<file path="src/rtl/uart_pkg.sv">
//##########################################################################
// uart_pkg
// character format of the serial line and bit timing helpers, shared by
// the byte transmitter and the byte receiver
//##########################################################################
package uart_pkg;

	localparam int DATA_BITS  = 8;
	localparam int STOP_BITS  = 1;
	localparam int FRAME_BITS = 1 + DATA_BITS + STOP_BITS;	// start + data + stop

	// line levels
	localparam logic LINE_IDLE   = 1'b1;
	localparam logic START_LEVEL = 1'b0;

	// clock cycles per bit, rounded to the nearest cycle
	function automatic int bit_clks(input int clk_freq, input int baud_rate);
		return (clk_freq + baud_rate / 2) / baud_rate;
	endfunction

	// offset of the sample point from the start of a bit
	function automatic int half_bit_clks(input int clk_freq, input int baud_rate);
		return bit_clks(clk_freq, baud_rate) / 2;
	endfunction

endpackage

</file>
<file path="src/rtl/uart_rx.sv">
//##########################################################################
// uart_rx
// byte receiver, two-flop line synchroniser, start edge detect, mid-bit
// sampling and a one-cycle valid strobe at the stop bit
//##########################################################################
module uart_rx #(
	parameter int CLK_FREQ  = 50_000_000,
	parameter int BAUD_RATE = 115_200
) (
	input  logic                           sys_clk,
	input  logic                           sys_rst_n,
	input  logic                           rx,
	output logic [uart_pkg::DATA_BITS-1:0] rx_byte,
	output logic                           rx_vld
);
	import uart_pkg::*;

	localparam int BIT_CLKS  = bit_clks(CLK_FREQ, BAUD_RATE);
	localparam int HALF_CLKS = half_bit_clks(CLK_FREQ, BAUD_RATE);
	localparam int CLK_W     = $clog2(BIT_CLKS);
	localparam int BIT_W     = $clog2(FRAME_BITS);

	logic                 rx_meta;
	logic                 rx_sync;
	logic                 rx_prev;	// for the falling edge
	logic                 busy;
	logic [CLK_W-1:0]     clk_cnt;
	logic [BIT_W-1:0]     bit_cnt;
	logic [DATA_BITS-1:0] shifter;
	logic                 sample;
	logic                 in_data;
	logic                 in_stop;

	assign sample  = busy && (clk_cnt == CLK_W'(HALF_CLKS - 1));
	assign in_data = (bit_cnt != '0) && (bit_cnt <= BIT_W'(DATA_BITS));
	assign in_stop = (bit_cnt == BIT_W'(FRAME_BITS - 1));

	always_ff @(posedge sys_clk or negedge sys_rst_n) begin
		if (!sys_rst_n) begin
			rx_meta <= LINE_IDLE;
			rx_sync <= LINE_IDLE;
			rx_prev <= LINE_IDLE;
		end else begin
			rx_meta <= rx;
			rx_sync <= rx_meta;
			rx_prev <= rx_sync;
		end
	end

	always_ff @(posedge sys_clk or negedge sys_rst_n) begin
		if (!sys_rst_n) begin
			busy    <= 1'b0;
			clk_cnt <= '0;
			bit_cnt <= '0;
			rx_vld  <= 1'b0;
		end else begin
			rx_vld <= 1'b0;
			if (!busy) begin
				if (rx_prev && !rx_sync) begin
					busy    <= 1'b1;
					clk_cnt <= '0;
					bit_cnt <= '0;
				end
			end else begin
				if (clk_cnt == CLK_W'(BIT_CLKS - 1)) begin
					clk_cnt <= '0;
					bit_cnt <= bit_cnt + 1'b1;
				end else begin
					clk_cnt <= clk_cnt + 1'b1;
				end
				if (sample && bit_cnt == '0 && rx_sync) begin
					busy <= 1'b0;	// glitch, not a start bit
				end
				if (sample && in_stop) begin
					busy   <= 1'b0;	// back to idle at mid stop bit
					rx_vld <= rx_sync;	// low stop bit drops the byte
				end
			end
		end
	end

	// data path
	always_ff @(posedge sys_clk) begin
		if (sample && in_data) begin
			shifter <= {rx_sync, shifter[DATA_BITS-1:1]};	// LSB first
		end
		if (sample && in_stop) begin
			rx_byte <= shifter;
		end
	end

endmodule

</file>
<file path="config.mk">
export PLATFORM = sky130hd
export DESIGN_NAME = uart_rx
export DESIGN_NICKNAME = d
export VERILOG_FILES = /design/src/rtl/uart_pkg.sv /design/src/rtl/uart_rx.sv
export SDC_FILE = /design/constraint.sdc
export NUM_CORES = 1
export LEC_CHECK = 0
export BUFFER_PORTS_ARGS = -buffer_cell sky130_fd_sc_hd__buf_2
export CAP_MARGIN = 30
export CORE_MARGIN = 5
export CORE_UTILIZATION = 25
export CTS_CLUSTER_DIAMETER = 120
export DETAILED_ROUTE_END_ITERATION = 10
export SLEW_MARGIN = 20
export SYNTH_ARGS = -nofsm -noshare
export SYNTH_HDL_FRONTEND = slang
export SYNTH_SLANG_ARGS = --single-unit
</file>
<file path="constraint.sdc">
create_clock -name sys_clk -period 3 [get_ports sys_clk]
set_clock_uncertainty 0.15 [all_clocks]
set_input_delay 0.3 -clock sys_clk [delete_from_list [all_inputs] [get_ports sys_clk]]
set_output_delay 0.3 -clock sys_clk [all_outputs]
set_load 0.02 [all_outputs]
</file>
== Yosys cells after proc, flatten, opt, wreduce, memory -nomap -nowiden ==
Index checks and enable logic that the tools add are counted.
Storage, ports and cells
  register bits: 34
  input port bits: 3
  output and inout port bits: 9
  logic and storage cells: 40
Operators by class
  add/sub/neg operators: 2
  $lt $le $gt $ge: 1
  equal/unequal tests: 4
  mux-type cells: 12
  reduce and logical (&&, ||, !) cells: 12
Operators with widths (number)
  $mux 9: 3
  $mux 4: 3
  $add 9x1->9 const B: 1
  $eq 9x8->1 const B: 1
  $eq 9x9->1 const B: 1
  $logic_and 1x1->1: 7
  $mux 1: 6
  $add 4x1->4 const B: 1
  $eq 4x4->1 const B: 1
  $le 4x4->1 const B: 1
  $logic_not 4->1: 1
  $reduce_bool 4->1: 1
  $ne 2x1->1 const B: 1
  $reduce_and 2->1: 1
  $reduce_bool 2->1: 1
  $logic_not 1->1: 1

== Logic depth before layout (Yosys ltp) ==
Gate-level depths: netlist of run 1.
  word-level depth: 7
  depth in mapped cells: 5
  gate-level depth less buffers: 5

== Worst setup path before layout of run 1 ==
OpenSTA, ideal clock, no wires.
  path kind: register to register
  from: register bit_cnt[0]
  to: register shifter[0], enable pin
  arrival time: 1.685 ns
  path slack: 0.770 ns
  cell stages (with the launch flop): 6
  path buffers: 0
  clock period less this slack: 2.230 ns
  cell sequence: dfrtp_1 > inv_1 > ha_1 > nand2b_1 > xnor2_1 > nor4_1
On the way
  longest elaborated chain between the ends: 3
  elaborated cells on any way between the ends: 4
  those cells by class: order compare: 1; reduce/logical: 3
Ends and longest elaborated chain
  from (decl): line uart_rx.sv:28  | logic [BIT_W-1:0] bit_cnt;
  from (signal assigned): line uart_rx.sv:67  | bit_cnt <= bit_cnt + 1'b1;
  $le 4x4->1 / $reduce_bool 4->1 (equally long branches): line uart_rx.sv:35  | assign in_data = (bit_cnt != '0) && (bit_cnt <= BIT_W'(DATA_BITS));
  $logic_and 1x1->1 (*): line uart_rx.sv:35
  $logic_and 1x1->1 (*): line uart_rx.sv:84  | if (sample && in_data) begin
  to (signal assigned): line uart_rx.sv:85  | shifter <= {rx_sync, shifter[DATA_BITS-1:1]};
  to (decl): line uart_rx.sv:29  | logic [DATA_BITS-1:0] shifter;
Every way passes the cells marked *; elsewhere a longest branch is shown, timed or not.
A chain may end at the register's enable or synchronous reset.

== Final worst setup path of run 1 ==
  from: register clk_cnt[1]
  to: register clk_cnt[5]
On the way
  longest elaborated chain between the ends: 3
  elaborated cells on any way between the ends: 4
  those cells by class: add/sub: 1; eq/ne: 1; mux: 2
Ends and longest elaborated chain
  from (decl): line uart_rx.sv:27  | logic [CLK_W-1:0] clk_cnt;
  from (signal assigned): line uart_rx.sv:69  | clk_cnt <= clk_cnt + 1'b1;
  $add 9x1->9 / $eq 9x9->1 (equally long branches): line uart_rx.sv:69, uart_rx.sv:65
  $mux 9 (*): line uart_rx.sv:65  | if (clk_cnt == CLK_W'(BIT_CLKS - 1)) begin
  $mux 9 (*): line uart_rx.sv:58  | if (!busy) begin
Marks and branches as above.

==> flow_metrics.tcl, run 1 <==
set metrics [dict create \
    syn-num-nets 130 \
    ys_warn_count 0 \
    peakVddDrop_mv 0.239 \
    ctsResizeCount 0 \
    tightest_slew_ns 0.575 \
    grt_pass1_wl_um 4880 \
    routed_wl_um 2780 \
    worst_hold_path_type "reg -> reg" \
    critPathArrivalTime_ns 1.85 \
    cp-start-kind "register" \
    rsz0062_at_grt "no" \
    drt-pass1-iter-count 4 \
    grt_usage_pct 8.46 \
    num_io_pins 12 \
    drive_gt1_share_pct 18.6 \
    dr_wl_met3_um 162 \
    place_hpwl_um 1880 \
    status "finished, final reports clean" \
    gp_congestion 0.803 \
    syn-cell-area_um2 1540 \
    slowest_stage "o21ai_1" \
    cp_max_fo 7 \
    grt_max_degree 19 \
    relSlewSlack_pct 61.4 \
    cp-end-kind "register" \
    ctsLongestPathBuffers 2 \
    synth_top_area_cell "edfxtp_1" \
    p_clk_share_pct 29.0 \
    yosysSeqAreaShare_pct 60.7 \
    dieArea_um2 7830 \
    cts_sinks 34 \
    area.sequential_um2 935 \
    die_h_um 88.5 \
    crit_chain "inv_1 -> ha_1 -> nand4b_1 -> o21ai_1 -> a22oi_1" \
    placement.io_buffers 11 \
    synthToLayoutAreaGrowth_pct 15.6 \
    grt_pass1_vias 1015 \
    syn_inst 121 \
    pwr-share-comb_pct 15.5 \
    ys_top_cells_by_area "edfxtp_1 31%, dfrtp_1 24%, dfstp_2 5.1%" \
    initial_utilization_pct 25.9 \
    dpl_cell_area_um2 1680 \
    cts-root-buf "clkbuf_8" \
    antenna_cells 0 \
    synthDistinctLibCells 37 \
    cp_top_family "compound AO/OA/AOI/OAI gates" \
    fin_cells 215 \
    antenna_found_initial 0 \
    layout_commonest_cell "edfxtp_1" \
    cpPeakStageDelay_ns 0.53 \
    globalRouteOverflowTotal 0 \
    internal-power_uw 781 \
    htreeDepth 2 \
    max_freq_mhz 539 \
    hold_violations 0 \
    switchingPower_uw 347 \
    wl_met2_um 1200 \
    num_rows 28 \
    crit_type "reg -> reg" \
    synth.top_cell.area_share_pct 31.2 \
    avgViaCountPerCell 4.69 \
    drcViolationCount 0 \
    place_inst 205 \
    critical_path_required_ns 3.00 \
    power.density_nw_per_um2 633 \
    holdWs_ns 0.205 \
    core_um2 5960 \
    met1_length_um 1330 \
    seqPwrFrac_pct 55.5 \
    drv_slew 0 \
    p_sw_share_pct 30.7 \
    finalInstanceArea_um2 1780 \
    vias 1008 \
    synth-seq-cells 34 \
    die_w_um 88.5 \
    synth_area_per_cell_um2 12.7 \
    clk_latency_ns 0.29 \
    highest_layer "met4" \
    finalSetupViolCount 0 \
    drtIter0Drc 84 \
    cts_tree "done" \
    multi_input_area_um2 553 \
    max_cap_viol_count 0 \
    final_cell_mix "16 x edfxtp_1, 15 x dfrtp_1, 11 x buf_2, 7 x nand3_1" \
    min_period_ns 1.86 \
    wl_per_cell_um 12.9 \
    fin_crit_sh_pct 61.9 \
    leakage_nw 0.669 \
    numCtsBuffers 5 \
    tns_ns 0 \
    critPathBufInv 1 \
    ant_nets 0 \
    fillers 618 \
    fin_nets 148 \
    power.total_mw 1.13 \
    path_clk_slew_ns 0.07 \
]
==> cell type report <==
class | count | share of cell area, %
inverter | 7 | 1.48
tap | 75 | 5.27
clock inverter | 2 | 0.562
timing repair buffer | 15 | 5.06
multi-input combinational | 76 | 31.1
sequential | 34 | 52.5
clock buffer | 6 | 4.08
==> worst reg2reg max path: stages (launching register included) <==
cell	delay, ns
dfrtp_1	0.41
inv_1	0.09
ha_1	0.16
nand4b_1	0.21
o21ai_1	0.53
a22oi_1	0.18
==> state kept, by name (all words and copies together), names as in the netlist <==
name     count
clk_cnt      9
rx_byte      8
shifter      8
bit_cnt      4
busy         1
rx_meta      1
rx_prev      1
rx_sync      1
rx_vld       1
==> timing repair <==
item / 4_1_cts / 5_1_grt
hold buffers: 2 / 0
hold endpoints to repair: 16 / 0
buffers inserted: 0 / 0
==> per-stage QoR <==
| stage | util (%) | setup WS, ns |
|---|---|---|
| 3_5_place_dp | 28.2 | 1.17 |
| 4_1_cts | 29.9 | 1.17 |
| 6_report | 29.9 | 1.14 |
| 3_3_place_gp | 28.2 | 1.16 |
| 5_1_grt | 29.9 | 0.913 |
| 2_1_floorplan | - | 0.770 |
==> cell families after synthesis <==
| family | count (synthesis) | share of synthesized area, % |
|---|---|---|
| fa+ha+maj | 6 | 4.87 |
| flops | 34 | 60.7 |
| simple gates | 42 | 17.5 |
| buf+inv | 11 | 3.82 |
| xor+xnor | 2 | 1.14 |
| compound gates | 22 | 9.26 |
| mux | 4 | 2.68 |
==> power by group through the flow <==
stage / sequential (mW) / combinational, mW / clock [mW]
floorplan: 0.578 / 0.207 / 0
global placement: 0.635 / 0.174 / 0
detailed placement: 0.632 / 0.175 / 0
CTS: 0.624 / 0.177 / 0.341
global route: 0.638 / 0.206 / 0.362
finish: 0.626 / 0.175 / 0.327
==> final timing paths <==
check,from,to,cells past startpoint,slack (ns)
setup / recovery,clk_cnt[1]$_DFFE_PN0P_,clk_cnt[5]$_DFFE_PN0P_,5,1.14
hold / removal,rx_meta$_DFF_PN1_,rx_sync$_DFF_PN1_,0,0.21
setup reg to reg,clk_cnt[1]$_DFFE_PN0P_,clk_cnt[5]$_DFFE_PN0P_,5,1.14
hold reg to reg,rx_meta$_DFF_PN1_,rx_sync$_DFF_PN1_,0,0.21
max in group asynchronous,sys_rst_n,rx_sync$_DFF_PN1_,2,2.04
min in group asynchronous,sys_rst_n,clk_cnt[8]$_DFFE_PN0P_,2,0.31
==> metal layers <==
metal | track usage (%) | vias to the layer above
met4 | 6.04 | 0
met3 | 2.61 | 7
li1 | - | 493
met2 | 11.6 | 25
met1 | 11.2 | 483
met5 | 0 | -
==> cell usage after synthesis (all sizes together) <==
| library cell | count |
|---|---|
| a211o | 1 |
| a21oi | 5 |
| a22oi | 1 |
| and2 | 1 |
| and3 | 2 |
| buf | 4 |
| clkinv | 1 |
| dfrtp | 15 |
| dfstp | 3 |
| edfxtp | 16 |
| ha | 6 |
| inv | 6 |
| mux2 | 1 |
| mux2i | 3 |
| nand2 | 6 |
| nand2b | 3 |
| nand3 | 7 |
| nand3b | 3 |
| nand4 | 3 |
| nand4b | 2 |
| nand4bb | 2 |
| nor2 | 2 |
| nor2b | 1 |
| nor3 | 3 |
| nor4 | 2 |
| o211ai | 2 |
| o21ai | 7 |
| o2bb2ai | 3 |
| o31ai | 2 |
| o32a | 1 |
| or3 | 1 |
| or4 | 4 |
| xnor2 | 1 |
| xor2 | 1 |
Note: power is estimated with default switching activity, not from simulation.
==> run 2: changes to the inputs <==
clock period = 1.8 ns   (was 3 ns; I/O delays follow)
==> run 2 against run 1 <==
  * Worst hold slack better by 0.0060 ns
  * Sequential share of layout area shrank 4.9 points
  * Sequential cell count is the same
  * Cell area rose by 10%
  * Core utilization is 3.1 points higher
  * Critical endpoint is now shifter[0]$_DFFE_PP_
  * Highest routed layer unchanged
==> flow_metrics.tcl, run 2 (synthesis gave the netlist of run 1 again) <==
set metrics [dict create \
    path_clk_slew_ns 0.08 \
    multi_input_area_um2 586 \
    cp_max_fo 8 \
    top_regs "clk_cnt x9, rx_byte x8, shifter x8" \
    ctsLongestPathBuffers 2 \
    crit_type "reg -> reg" \
    worst_hold_path_type "reg -> reg" \
    ant_nets 0 \
    placement.io_buffers 11 \
    clk_latency_ns 0.29 \
    max_freq_mhz 572 \
    num_rows 28 \
    power.density_nw_per_um2 1120 \
    htreeDepth 2 \
    globalRouteOverflowTotal 0 \
    avgViaCountPerCell 4.83 \
    grt_pass1_wl_um 4970 \
    synthToLayoutAreaGrowth_pct 27.6 \
    wl_per_cell_um 13.8 \
    fin_crit_sh_pct 97.1 \
    power.total_mw 2.20 \
    timing.rr.end "shifter[0]$_DFFE_PP_" \
    max_cap_viol_count 0 \
    min_from "rx_meta$_DFF_PN1_" \
    die_h_um 88.5 \
    relSlewSlack_pct 69.8 \
    grt_max_degree 19 \
    area.sequential_um2 936 \
    holdPathStages 0 \
    grt_pass1_vias 985 \
    gp_congestion 0.783 \
    top_register "clk_cnt" \
    vias 1115 \
    place_hpwl_um 2080 \
    setup_slack_ns 0.0521 \
    grt_usage_pct 8.64 \
    antenna_cells 0 \
    drtIter0Drc 46 \
    rsz0062_at_grt "yes" \
    dpl_worst_slack_ns 0.0473 \
    num_io_pins 12 \
    fillers 608 \
    antenna_found_initial 0 \
    numCtsBuffers 5 \
    largest_register_ffs 9 \
    leakage_nw 0.762 \
    routed_wl_um 3180 \
    tightest_slew_ns 0.453 \
    critPathArrivalTime_ns 1.61 \
    drcViolationCount 0 \
    drv_slew 0 \
    fin_cells 231 \
    die_w_um 88.5 \
    cts_tree "done" \
    initial_utilization_pct 25.9 \
    status "finished, final reports clean" \
    r2r_slack_ns 0.05 \
    final_cell_mix "18 x buf_4, 16 x edfxtp_1, 14 x dfrtp_1, 11 x buf_2, 7 x nand3_1" \
    cp-end-kind "register" \
    tns_ns 0 \
    critical_path_required_ns 1.66 \
    place_inst 215 \
    min_period_ns 1.75 \
    cts-root-buf "clkbuf_8" \
    fin_nets 164 \
    core_um2 5960 \
    dieArea_um2 7830 \
    r2r_start "clk_cnt[0]$_DFFE_PN0P_" \
    cts_sinks 34 \
    peakVddDrop_mv 0.326 \
    drt-pass1-iter-count 4 \
    hold_violations 0 \
    cp-start-kind "register" \
    min_to "rx_sync$_DFF_PN1_" \
    layout_commonest_cell "buf_4" \
    drive_gt1_share_pct 32.1 \
    finalSetupViolCount 0 \
    r2r_cells 6 \
]
[run 2: cell count changes in the layout (fill, tap and decap cells not counted), sizes merged]
cell / before / now
bufinv: 0 / 1
clkinv: 3 / 1
buf: 13 / 29
clkbuf: 6 / 5
clkinvlp: 0 / 2
[run 2: routing by layer]
layer / up-vias / GRT usage, % / part of all wire [%]
met2: 39 / 12.8 / 48
met1: 543 / 10.4 / 44
met5: - / 0 / 0
met3: 9 / 3.45 / 5.8
li1: 524 / - / -
met4: 0 / 5.49 / 2.3
[run 2: repair_timing]
action / CTS / global route
hold endpoints to repair: 16 / 0
hold buffers: 2 / 0
setup endpoints to repair: 0 / 18
setup buffers: 0 / 5
gates resized for setup: 0 / 10
[run 2: power by group]
group | switching [mW] | internal [mW] | leakage (nW)
clock | 0.314 | 0.412 | 0.0504
combinational | 0.239 | 0.234 | 0.349
sequential | 0.114 | 0.890 | 0.362
[run 2: worst max path at each step]
stage	startpoint	end	slack [ns]	cells past startpoint
6_report	clk_cnt[0]$_DFFE_PN0P_	shifter[0]$_DFFE_PP_	0.05	6
5_1_grt	clk_cnt[0]$_DFFE_PN0P_	shifter[0]$_DFFE_PP_	-0.04	6
3_3_place_gp	bit_cnt[1]$_DFFE_PN0P_	shifter[7]$_DFFE_PP_	0.09	6
3_5_place_dp	clk_cnt[0]$_DFFE_PN0P_	rx_byte[1]$_DFFE_PP_	0.05	5
4_1_cts	clk_cnt[0]$_DFFE_PN0P_	rx_byte[1]$_DFFE_PP_	0.04	5
2_1_floorplan	bit_cnt[0]$_DFFE_PN0P_	shifter[0]$_DFFE_PP_	-0.12	5
[run 2: worst max-delay path, cell delays in order (launching register included)]
cell and delay (ns):
dfrtp_2 0.43, inv_2 0.07, ha_4 0.12, nand3b_1 0.16, buf_4 0.19, nor4_2 0.12, buf_4 0.20
[run 2: area by class of cell]
cell class / count / area share (%)
Timing Repair Buffer: 31 / 10.7
Tap cell: 75 / 4.77
Inverter: 7 / 1.34
Sequential cell: 34 / 47.6
Clock buffer: 5 / 3.50
Clock inverter: 3 / 2.29
Multi-Input combinational cell: 76 / 29.8
[run 2: metrics by stage]
stage / hold slack, ns / instance area (um2) / utilization (%)
after floorplan: -0.266 / 1550 / -
after global placement: -0.00173 / 1760 / 29.5
after detailed placement: 0.000752 / 1760 / 29.5
after CTS: 0.212 / 1890 / 31.8
after global routing: 0.215 / 1970 / 33.0
final: 0.211 / 1970 / 33.0
