**src/rtl/uart_pkg.sv**
```systemverilog
//##########################################################################
// uart_pkg
// character format of the serial line and bit timing helpers, shared by
// the byte transmitter and the byte receiver
//##########################################################################
package uart_pkg;

	localparam int DATA_BITS  = 8;
	localparam int STOP_BITS  = 1;
	localparam int FRAME_BITS = 1 + DATA_BITS + STOP_BITS;	// start + data + stop

	// line levels
	localparam logic LINE_IDLE   = 1'b1;
	localparam logic START_LEVEL = 1'b0;

	// clock cycles per bit, rounded to the nearest cycle
	function automatic int bit_clks(input int clk_freq, input int baud_rate);
		return (clk_freq + baud_rate / 2) / baud_rate;
	endfunction

	// offset of the sample point from the start of a bit
	function automatic int half_bit_clks(input int clk_freq, input int baud_rate);
		return bit_clks(clk_freq, baud_rate) / 2;
	endfunction

endpackage

```
**src/rtl/uart_tx.sv**
```systemverilog
//##########################################################################
// uart_tx
// byte transmitter, sends start bit, data bits LSB first and stop bit,
// each one bit time long
//##########################################################################
module uart_tx #(
	parameter int CLK_FREQ  = 50_000_000,
	parameter int BAUD_RATE = 115_200
) (
	input  logic                           sys_clk,
	input  logic                           sys_rst_n,
	input  logic [uart_pkg::DATA_BITS-1:0] byte_data,
	input  logic                           byte_req,
	output logic                           byte_busy,
	output logic                           byte_done,
	output logic                           tx
);
	import uart_pkg::*;

	localparam int BIT_CLKS = bit_clks(CLK_FREQ, BAUD_RATE);
	localparam int CLK_W    = $clog2(BIT_CLKS);
	localparam int BIT_W    = $clog2(FRAME_BITS);
	localparam int SHIFT_W  = DATA_BITS + STOP_BITS;

	logic [CLK_W-1:0]   clk_cnt;
	logic [BIT_W-1:0]   bit_cnt;	// 0 is the start bit
	logic [SHIFT_W-1:0] shifter;	// bit 0 goes out next
	logic               bit_end;
	logic               stop_end;

	assign bit_end = (clk_cnt == CLK_W'(BIT_CLKS - 1));

	// one cycle early, so done lands in the last stop cycle
	assign stop_end = (bit_cnt == BIT_W'(FRAME_BITS - 1)) &&
		(clk_cnt == CLK_W'(BIT_CLKS - 2));

	always_ff @(posedge sys_clk or negedge sys_rst_n) begin
		if (!sys_rst_n) begin
			byte_busy <= 1'b0;
			byte_done <= 1'b0;
			clk_cnt   <= '0;
			bit_cnt   <= '0;
			shifter   <= '1;
			tx        <= LINE_IDLE;
		end else begin
			byte_done <= 1'b0;
			if (!byte_busy) begin
				if (byte_req) begin
					byte_busy <= 1'b1;
					shifter   <= {{STOP_BITS{LINE_IDLE}}, byte_data};
					tx        <= START_LEVEL;
				end
			end else if (stop_end) begin
				// line stays high, a new byte may start next cycle
				byte_busy <= 1'b0;
				byte_done <= 1'b1;
				clk_cnt   <= '0;
				bit_cnt   <= '0;
			end else if (bit_end) begin
				clk_cnt <= '0;
				bit_cnt <= bit_cnt + 1'b1;
				tx      <= shifter[0];
				shifter <= {LINE_IDLE, shifter[SHIFT_W-1:1]};	// refill with idle
			end else begin
				clk_cnt <= clk_cnt + 1'b1;
			end
		end
	end

endmodule

```
**config.mk**
```make
export PLATFORM = sky130hd
export DESIGN_NAME = uart_tx
export DESIGN_NICKNAME = d
export VERILOG_FILES = /design/src/rtl/uart_pkg.sv /design/src/rtl/uart_tx.sv
export SDC_FILE = /design/constraint.sdc
export NUM_CORES = 1
export LEC_CHECK = 0
export ABC_CLOCK_PERIOD_IN_PS = 2000
export CAP_MARGIN = 20
export CORE_UTILIZATION = 42
export DETAILED_ROUTE_END_ITERATION = 8
export DONT_BUFFER_PORTS = 1
export PLACE_DENSITY = 0.63
export SYNTH_ARGS = -nofsm -noshare
export SYNTH_HDL_FRONTEND = slang
export SYNTH_SLANG_ARGS = --single-unit
```
**constraint.sdc**
```tcl
create_clock -name sys_clk -period 2 [get_ports sys_clk]
set_input_delay 0.1 -clock sys_clk [delete_from_list [all_inputs] [get_ports sys_clk]]
set_output_delay 0.1 -clock sys_clk [all_outputs]
set_load 0.01 [all_outputs]
```
## Word level (Yosys, flattened, before mapping)

Index checks and enable logic that the tools add are counted.

- $add $sub $neg: 2
- Multiply operators: 0
- Div/mod/pow operators: 0
- $lt $le $gt $ge: 0
- Equality and inequality tests: 5
- Shifts and indexed selects: 0
- Multiplexer cells: 17
- Bitwise logic cells: 0
- Reduce and logical (&&, ||, !) cells: 5

Operators with widths:

| cell | number |
|---|---|
| 9-bit 2-to-1 mux | 6 |
| 9-bit equality test (second input constant) | 2 |
| 9-bit by 1-bit adder with 9-bit output (second input constant) | 1 |
| 1-bit 2-to-1 mux | 9 |
| 4-bit 2-to-1 mux | 2 |
| 4-bit by 1-bit adder with 4-bit output (second input constant) | 1 |
| 4-bit equality test (second input constant) | 1 |
| 2-bit nonzero test | 2 |
| 3-bit AND reduction | 1 |
| 2-bit by 1-bit != test with 1-bit output (second input constant) | 1 |
| 2-bit != test (second input constant) | 1 |
| 2-bit AND reduction | 1 |
| 1-bit logical AND | 1 |

- Flip-flop bits (word level): 25
- Bits in latches: 0
- Memory bits (writable): 0
- ROM bits: 0
- Output and inout port bits: 3
- Logic and storage cells: 35
- Memories: 0

## Depth between registers and ports, before layout

Gate-level depths: netlist (run 1).

- Depth in word-level cells: 4
- Gate-level depth with buffers: 6
- Mapped depth without buffers: 6

## Worst setup path after synthesis (run 1)

Ideal clock, no wire load.

- Path kind: reg-to-reg
- Start: register clk_cnt[0]
- End: register clk_cnt[5]
- Library setup time: 116 ps
- Arrival: 1,567 ps
- Path slack: 317 ps
- Cell stages (with the launch flop): 7
- Clock period less this slack: 1,683 ps
- Cells stage by stage: dfrtp_1 inv_1 ha_1 and4b_2 o211ai_1 nand2_1 o311ai_0

- Longest elaborated chain between the ends: 3
- Elaborated cells on any way between the ends: 6
- Classes of those cells: 1 x add/sub; 2 x eq/ne; 2 x mux; 1 x reduce/logical

Ends and longest elaborated chain:

| element | line | source |
|---|---|---|
| start, declared | uart_tx.sv:25 | `logic [CLK_W-1:0] clk_cnt;` |
| start signal, assigned | uart_tx.sv:65 | `clk_cnt <= clk_cnt + 1'b1;` |
| 9-bit by 1-bit adder with 9-bit output, or another cell as far along | uart_tx.sv:65 |  |
| 9-bit 2-to-1 mux / 1-bit logical AND (equally long branches) | uart_tx.sv:59, uart_tx.sv:34 |  |
| 9-bit 2-to-1 mux (*) | uart_tx.sv:53 | `end else if (stop_end) begin` |

Mark *: on every way between the ends. The rest lies on a longest branch, timed or not.
A chain may end at the register's enable or synchronous reset.

## Worst setup path in the final report (run 1)

- Start: register clk_cnt[0]
- End: register clk_cnt[7]

Same word-level chain as after synthesis.

==> results.toml, run 1 <==
[grt]
grt_max_degree = 25
grt_pass1_vias = 836
grt-ovfl-total = 0
antenna_found_initial = 0
grt_util_all_layers = 0.1519
grt_pass1_wl_um = 3705

[yosys]
syn_avg_cell_area_um2 = 11.63
ys.flop_type = "dfrtp_1"
yosys_warnings = 0
synth_seq_cells = 24
synth_edf_count = 0
synthArstFlopShare = 1.000
yosysSeqAreaShare = 0.5010
synthCells = 105
ys_types = 34
synth_fp_nets = 121
syn_area_um2 = 1221

[worst_setup_path]
cpMaxStageDelayCell = "dfrtp_1"
critPathMaxFanout = 5
reg2reg_from = "clk_cnt[0]$_DFFE_PN0P_"
worst_setup_path_start_kind = "flop"
reg2reg_depth = 6
r2r_slack_ns = 0.26
required_ns = 2.22
crit_type = "reg2reg"
cp-end-kind = "flop"
reg2reg_to = "clk_cnt[7]$_DFFE_PN0P_"
worstPathArrival_ns = 1.96
slowest_delay_ns = 0.42
crit_chain = "inv_1 -> ha_1 -> and4b_2 -> o211ai_1 -> nand2_1 -> o311ai_1"

[cts]
clock_latency_ns = 0.31
clkTransAtPathRegs_ns = 0.14
tritoncts = "done"
root_buffer = "clkbuf_4"
cts_inserted_buffers = 3
htree_levels = 1
cts_max_path_buffers = 2
cts_num_sinks = 24

[drt]
drt_iter0_markers = 24
drt-total-wl_um = 2114
firstDrtPassIters = 4
ant_nets = 0
vias = 809
wl_per_cell_um = 14.58
vias_per_cell = 5.579
drc = 0

[sta]
finalClockSkew_ns = 0.002637
maxSlewViolCount = 0
finalSetupTns_ns = 0
period_needed_ns = 1.735
fin_crit_sh = 0.8675
hold_violations = 0
rsz0062_at_grt = "false"
worstMarginPinSlew_ns = 0.3605
max_freq_mhz = 576.4
max_slew_margin = 0.7597
setup_viol = 0

[final_layout]
diodes = 0
drive_above_1_share = 0.3158
n_fill_cell = 253
fin_nets = 131
design_area_um2 = 1376
final_common_cell = "dfrtp_1"
final_cell_mix = "dfrtp_1 (15), mux2_2 (14), dfstp_2 (9)"
area_growth_pct = 12.70

[pwr]
vdd_drop_max_mv = 0.4921
p_per_area_nw_per_um2 = 894.6
p_leak_nw = 0.5706

[place]
placed_area_um2 = 1274
place.gp.congestion = 0.8035
io_buffers = 0
dp_hpwl_um = 1529

[floorplan]
core_um2 = 2758
die-area_um2 = 3127
initial_utilization = 0.4428
rows = 19
die_h_um = 55.92
die_w_um = 55.92
ios = 14

[job]
cap_viol_max_count = 0

[run_status]
status = "complete, no violations"

[min_path]
hold_class = "in2async"
## cell families (layout without fill, tap and decap cells)
family,Yosys count,in the layout,share of synthesized area
flops,24,24,0.5010
mux,16,16,0.1455
simple gates,34,34,0.1588
compound gates,15,15,0.09222
fa+ha+maj,5,5,0.05123
buf+inv,7,16,0.02254
xor+xnor,4,4,0.02869
## how the worst max path moves through the flow
stage                     slack [ns]  cells past startpoint                      to              startpoint
after floorplan                 0.32                      6  clk_cnt[5]$_DFFE_PN0P_  clk_cnt[0]$_DFFE_PN0P_
after global placement          0.25                      6  clk_cnt[7]$_DFFE_PN0P_  clk_cnt[0]$_DFFE_PN0P_
after detailed placement        0.22                      6  clk_cnt[5]$_DFFE_PN0P_  clk_cnt[0]$_DFFE_PN0P_
after CTS                       0.17                      6  clk_cnt[5]$_DFFE_PN0P_  clk_cnt[0]$_DFFE_PN0P_
after global routing            0.05                      6  clk_cnt[7]$_DFFE_PN0P_  clk_cnt[0]$_DFFE_PN0P_
final                           0.26                      6  clk_cnt[7]$_DFFE_PN0P_  clk_cnt[0]$_DFFE_PN0P_
## power by group
| group | switching (mW) | internal (mW) |
|---|---|---|
| registers | 0.100 | 0.594 |
| clock network | 0.149 | 0.153 |
| logic | 0.113 | 0.122 |
## through the flow
stage / std cells / setup slack (ns) / util / hold WS, ns / power, mW
floorplan: 105 / 0.3171 / - / -0.1956 / 0.8590
global placement: 137 / 0.2472 / 0.4619 / -0.1949 / 0.9068
detailed placement: 137 / 0.2174 / 0.4619 / -0.1950 / 0.9191
CTS: 144 / 0.1698 / 0.4900 / 0.04027 / 1.237
global route: 145 / 0.04843 / 0.4991 / 0.03392 / 1.318
finish: 145 / 0.2650 / 0.4991 / 0.05326 / 1.231
## area by class of cell
cell class,count,area [um^2],area share
Inverter,5,18.77,0.01364
Clock buffer,4,47.55,0.03455
Tap cell,31,38.79,0.02818
Multi-Input combinational cell,74,581.8,0.4227
Timing Repair Buffer,7,77.57,0.05636
Sequential cell,24,611.8,0.4445
## cells in the mapped netlist (2+ instances only)
| library cell | n | area (um^2) |
|---|---|---|
| a31oi_1 | 2 | 12.51 |
| dfrtp_1 | 15 | 375.4 |
| dfstp_2 | 9 | 236.5 |
| ha_1 | 5 | 62.56 |
| inv_1 | 5 | 18.77 |
| mux2_2 | 14 | 157.7 |
| mux2i_1 | 2 | 20.02 |
| nand2_1 | 7 | 26.28 |
| nand2b_1 | 2 | 12.51 |
| nand3_1 | 3 | 15.01 |
| nand4_1 | 4 | 25.02 |
| nor2_1 | 8 | 30.03 |
| o21ai_0 | 5 | 25.02 |
| o311ai_0 | 2 | 17.52 |
| xnor2_1 | 2 | 17.52 |
| xor2_1 | 2 | 17.52 |
## critical path: cells and delay by family (launching register included)
family | cells | cell delay [ns]
buffers and inverters | 1 | 0.09
AOI/OAI and AO/OA | 2 | 0.52
DFF | 1 | 0.42
and+or+nand+nor | 2 | 0.39
adders and majority gates | 1 | 0.22
## timing repair
action	in CTS	in global routing
setup endpoints to repair	0	2
hold endpoints to repair	26	0
gates resized for setup	0	2
hold buffers	3	0
buffers inserted	0	0
## registers in the layout, summed over array words and instances (netlist names)
signal	cells
clk_cnt	9
byte_done	1
bit_cnt	4
tx	1
byte_busy	1
shifter	8
## routing by layer
metal	GRT usage	up-vias	part of all wire
met2	0.2496	12	0.48
met5	0	-	0
met3	0.04186	2	0.044
met1	0.1939	394	0.47
met4	0.05226	0	0.0061
li1	-	401	-
Power figures use the tool's default switching activity.
==> run 2, diff against run 1 <==
--- a/config.mk
+++ b/config.mk
@@ -7,6 +7,7 @@
 export LEC_CHECK = 0
 export ABC_CLOCK_PERIOD_IN_PS = 2000
 export CAP_MARGIN = 20
+export CORE_ASPECT_RATIO = 0.6
 export CORE_UTILIZATION = 42
 export DETAILED_ROUTE_END_ITERATION = 8
 export DONT_BUFFER_PORTS = 1
==> run 2 against run 1 <==
Effect of this change:
- first-iteration DRC count increased by 130%
- sequential share of layout area decreased by 0.56 points
- setup slack got worse by 0.084 ns
- critical path type unchanged
- highest routed layer unchanged
==> results.toml, run 2 (synthesized netlist as in run 1, its figures left out) <==
[run_status]
status = "complete, no violations"

[drt]
ant_nets = 0
vias_per_cell = 5.466
drt_iter0_markers = 55
vias = 798
drt-total-wl_um = 2176
firstDrtPassIters = 4
drc = 0
wl_per_cell_um = 14.90

[worst_setup_path]
startpoint = "clk_cnt[0]$_DFFE_PN0P_"
cp-end-kind = "flop"
crit_type = "reg2reg"
required_ns = 2.16
critPathMaxFanout = 5
worstPathArrival_ns = 1.98
worst_setup_path_start_kind = "flop"
reg2reg_from = "clk_cnt[0]$_DFFE_PN0P_"

[place]
place.gp.congestion = 0.7882
dp_hpwl_um = 1623
pre_cts_slack_ns = 0.2142
placed_area_um2 = 1282
io_buffers = 0

[final_layout]
drive_above_1_share = 0.3246
final_cell_mix = "dfrtp_1 (15), mux2_2 (14), dfstp_2 (9)"
fin_nets = 131
regMostFlops = "clk_cnt"
final_util = 0.5305
area_growth_pct = 14.14
diodes = 0
largest_reg_flops = 9
design_area_um2 = 1394
top_regs = "clk_cnt x9, shifter x8, bit_cnt x4"
final_common_cell = "dfrtp_1"

[sta]
fin_crit_sh = 0.9096
finalWorstSetupSlack_ns = 0.1807
max_freq_mhz = 549.7
rsz0062_at_grt = "false"
finalSetupTns_ns = 0
holdWs_ns = 0.07992
max_slew_margin = 0.7645
period_needed_ns = 1.819
maxSlewViolCount = 0
hold_violations = 0
finalClockSkew_ns = 0.01341
worstMarginPinSlew_ns = 0.3532
setup_viol = 0

[floorplan]
die_w_um = 71.61
initial_utilization = 0.4648
core_um2 = 2628
die-area_um2 = 3134
rows = 14
die_h_um = 43.77
ios = 14

[pwr]
switching_share = 0.2774
p_leak_nw = 0.5752
p_switching_uw = 376.2
p_clk_frac = 0.315
p_per_area_nw_per_um2 = 972.9
pwr-share-comb = 0.171
seq_power_share = 0.514
intPower_uw = 979.8
vdd_drop_max_mv = 0.4610

[cts]
tritoncts = "done"
clock_latency_ns = 0.27
clkTransAtPathRegs_ns = 0.09
cts_max_path_buffers = 2
cts_num_sinks = 24
htree_levels = 1
cts_inserted_buffers = 3
root_buffer = "clkbuf_8"

[grt]
grt_pass1_vias = 831
grt-ovfl-total = 0
grt_util_all_layers = 0.1630
antenna_found_initial = 0
grt_max_degree = 25
grt_pass1_wl_um = 3815

[min_path]
hold_class = "in2reg"
worstHoldStart = "byte_data[7]"

[job]
cap_viol_max_count = 0
run 2: cell count changes in the layout (fill, tap and decap cells not counted), sizes merged:
| cell | delta |
|---|---|
| buf | +2 |
| dlygate4sd3 | -1 |
| bufinv | +1 |
| clkbuf | -2 |
run 2: timing repair:
action	CTS	global route
setup buffers	0	0
gates resized for setup	0	0
endpoints found under the setup margin	0	0
endpoints found under the hold margin	25	0
hold buffers	3	0
run 2: path summary, 6_finish.rpt:
kind / to / slack [ns] / depth (start not counted)
setup / recovery: clk_cnt[7]$_DFFE_PN0P_ / 0.18 / 6
hold / removal: shifter[7]$_DFFE_PN1P_ / 0.08 / 2
setup reg to reg: clk_cnt[7]$_DFFE_PN0P_ / 0.18 / 6
hold reg to reg: tx$_DFFE_PN1P_ / 0.49 / 2
max in group asynchronous: shifter[1]$_DFFE_PN1P_ / 1.51 / 2
min in group asynchronous: clk_cnt[5]$_DFFE_PN0P_ / 0.25 / 2
run 2: worst max-delay path: stages (launching register included):
cell	delay (ns)
dfrtp_1	0.43
inv_1	0.10
ha_1	0.22
and4b_2	0.25
o211ai_1	0.21
nand2_1	0.14
o311ai_0	0.35
run 2: area by class of cell:
| class | count | area (um^2) |
|---|---|---|
| Timing Repair Buffer | 7 | 70.07 |
| Clock buffer | 3 | 41.29 |
| Multi-Input combinational cell | 74 | 581.8 |
| Sequential cell | 24 | 611.8 |
| Fill cell | 229 | 1234 |
| Clock inverter | 1 | 30.03 |
| Tap cell | 32 | 40.04 |
| Inverter | 5 | 18.77 |
run 2: power by group through the flow:
stage	Sequential [mW]	Combinational [mW]	Clock, mW
3_5_place_dp	0.706	0.214	0
2_1_floorplan	0.677	0.182	0
6_report	0.697	0.232	0.427
4_1_cts	0.699	0.236	0.440
3_3_place_gp	0.699	0.208	0
5_1_grt	0.718	0.268	0.456
run 2: metal layers:
layer	wire length (um)	GRT usage	vias to the layer above	share of wire
met1	1162	0.2371	386	0.53
met5	0	0	-	0
met3	100	0.06512	2	0.046
met4	6	0.02353	0	0.0028
met2	907	0.2340	11	0.42
li1	-	-	399	-
run 2: stage by stage:
stage	power, mW	cells
5_1_grt	1.442	146
6_report	1.356	146
3_5_place_dp	0.9194	139
2_1_floorplan	0.8590	105
3_3_place_gp	0.9073	139
4_1_cts	1.375	146
==> run 3, diff against run 2 <==
==> constraint.sdc (replaced) <==
create_clock -name sys_clk -period 2 [get_ports sys_clk]
set_input_delay 0.4 -clock sys_clk [delete_from_list [all_inputs] [get_ports sys_clk]]
set_output_delay 0.4 -clock sys_clk [all_outputs]
set_load 0.01 [all_outputs]
==> run 3 against run 2 <==
Effect of this change:
- clock-buffer cell count is the same
- critical path type unchanged
- sequential power is essentially flat
- critical path depth is the same
- cell count shrank 0.68%
- power is essentially flat
- combinational power is essentially flat
==> results.toml, run 3 (synthesized netlist as in run 1, its figures left out) <==
[final_layout]
largest_reg_flops = 9
n_fill_cell = 230
fin_nets = 130
final_cell_mix = "dfrtp_1 (15), mux2_2 (14), dfstp_2 (9)"
diodes = 0
top_regs = "clk_cnt x9, shifter x8, bit_cnt x4"
final_common_cell = "dfrtp_1"
drive_above_1_share = 0.3274
area_growth_pct = 13.32
regMostFlops = "clk_cnt"

[drt]
firstDrtPassIters = 4
wl_per_cell_um = 14.99
ant_nets = 0
drt_iter0_markers = 45
drt-total-wl_um = 2174
vias_per_cell = 5.469
vias = 793
drc = 0

[cts]
postCtsSetupBuffers = 0
clock_latency_ns = 0.27
cts_inserted_buffers = 3
ctsResizeCount = 0
clkTransAtPathRegs_ns = 0.09
cts_num_sinks = 24
tritoncts = "done"
hold_buffers = 2
cts_max_path_buffers = 2
htree_levels = 1
root_buffer = "clkbuf_8"

[sta]
hold_violations = 0
max_freq_mhz = 549.7
max_slew_margin = 0.7645
setup_viol = 0
worstMarginPinSlew_ns = 0.3532
finalSetupTns_ns = 0
period_needed_ns = 1.819
rsz0062_at_grt = "false"
fin_crit_sh = 0.9096
finalClockSkew_ns = 0.01313
maxSlewViolCount = 0

[floorplan]
die_h_um = 43.77
initial_utilization = 0.4648
die-area_um2 = 3134
core_um2 = 2628
rows = 14
die_w_um = 71.61
ios = 14

[run_status]
status = "complete, no violations"

[worst_setup_path]
worstPathArrival_ns = 1.98
worst_setup_path_start_kind = "flop"
crit_type = "reg2reg"
reg2reg_from = "clk_cnt[0]$_DFFE_PN0P_"
r2r_slack_ns = 0.18
cp-end-kind = "flop"
reg2reg_depth = 6
reg2reg_to = "clk_cnt[7]$_DFFE_PN0P_"
required_ns = 2.16
critPathMaxFanout = 5

[grt]
grt-ovfl-total = 0
grt_util_all_layers = 0.1625
grt_pass1_vias = 823
grtUsageMet3 = 0.06512
busiest_layer = "met1"
grt_util_met1 = 0.2371
grt_pass1_wl_um = 3801
grtUsageMet2 = 0.2321
antenna_found_initial = 0
grt_max_degree = 25

[pwr]
switching_share = 0.2777
vdd_drop_max_mv = 0.4617
pwr-share-comb = 0.170
p_total_mw = 1.355
intPower_uw = 978.5
p_per_area_nw_per_um2 = 979.0
seq_power_share = 0.515
p_clk_frac = 0.315
p_leak_nw = 0.5710
p_switching_uw = 376.3

[place]
place.gp.congestion = 0.7882
io_buffers = 0
dp_hpwl_um = 1623

[min_path]
worst_hold_path.endpoint = "byte_busy$_DFF_PN0_"
hold_class = "in2reg"
worstHoldStart = "byte_req"
hold_path_depth = 2

[job]
cap_viol_max_count = 0
## run 3: cell types whose count changed in the layout (fill, tap and decap cells not counted)
cell / previous run / this run
dlygate4sd3_1: 2 / 1
## run 3: worst max path at each step
stage | from | endpoint
after floorplan | clk_cnt[0]$_DFFE_PN0P_ | clk_cnt[5]$_DFFE_PN0P_
after global routing | clk_cnt[0]$_DFFE_PN0P_ | clk_cnt[5]$_DFFE_PN0P_
after CTS | clk_cnt[0]$_DFFE_PN0P_ | clk_cnt[7]$_DFFE_PN0P_
after global placement | clk_cnt[0]$_DFFE_PN0P_ | clk_cnt[7]$_DFFE_PN0P_
final | clk_cnt[0]$_DFFE_PN0P_ | clk_cnt[7]$_DFFE_PN0P_
after detailed placement | clk_cnt[0]$_DFFE_PN0P_ | clk_cnt[7]$_DFFE_PN0P_
## run 3: layout make-up
cell class              instances  area, um^2  area share
clock buffers                   3       41.29     0.02984
clock inverters                 1       30.03     0.02170
inverters                       5       18.77     0.01356
multi-input cells              74       581.8      0.4204
flip-flops and latches         24       611.8      0.4421
well taps                      32       40.04     0.02893
repair buffers                  6       60.06     0.04340
## run 3: layer usage
layer | vias to the layer above | share of wire
met3 | 2 | 0.047
li1 | 397 | -
met4 | 0 | 0.0028
met5 | - | 0
met1 | 383 | 0.53
met2 | 11 | 0.42
## run 3: critical path, cell delays in order, from the launching register on
cell,delay [ns]
dfrtp_1,0.43
inv_1,0.10
ha_1,0.22
and4b_2,0.25
o211ai_1,0.21
nand2_1,0.14
o311ai_0,0.35
## run 3: power groups by stage
stage                     Sequential [mW]  Clock (mW)  Combinational (mW)
after global placement              0.699           0               0.208
after CTS                           0.699       0.440               0.235
after global routing                0.718       0.456               0.267
final                               0.697       0.427               0.230
after floorplan                     0.677           0               0.182
after detailed placement            0.706           0               0.214
## run 3: stage by stage
step	cells	hold slack (ns)	cell area, um^2	utilization	worst slack [ns]
6_report	145	0.2780	1384	0.5267	0.1807
5_1_grt	145	0.3068	1384	0.5267	0.03608
4_1_cts	145	0.2736	1384	0.5267	0.1723
3_5_place_dp	139	0.1050	1282	0.4881	0.2142
3_3_place_gp	139	0.1051	1282	0.4881	0.3078
2_1_floorplan	105	0.1044	1221	-	0.3171
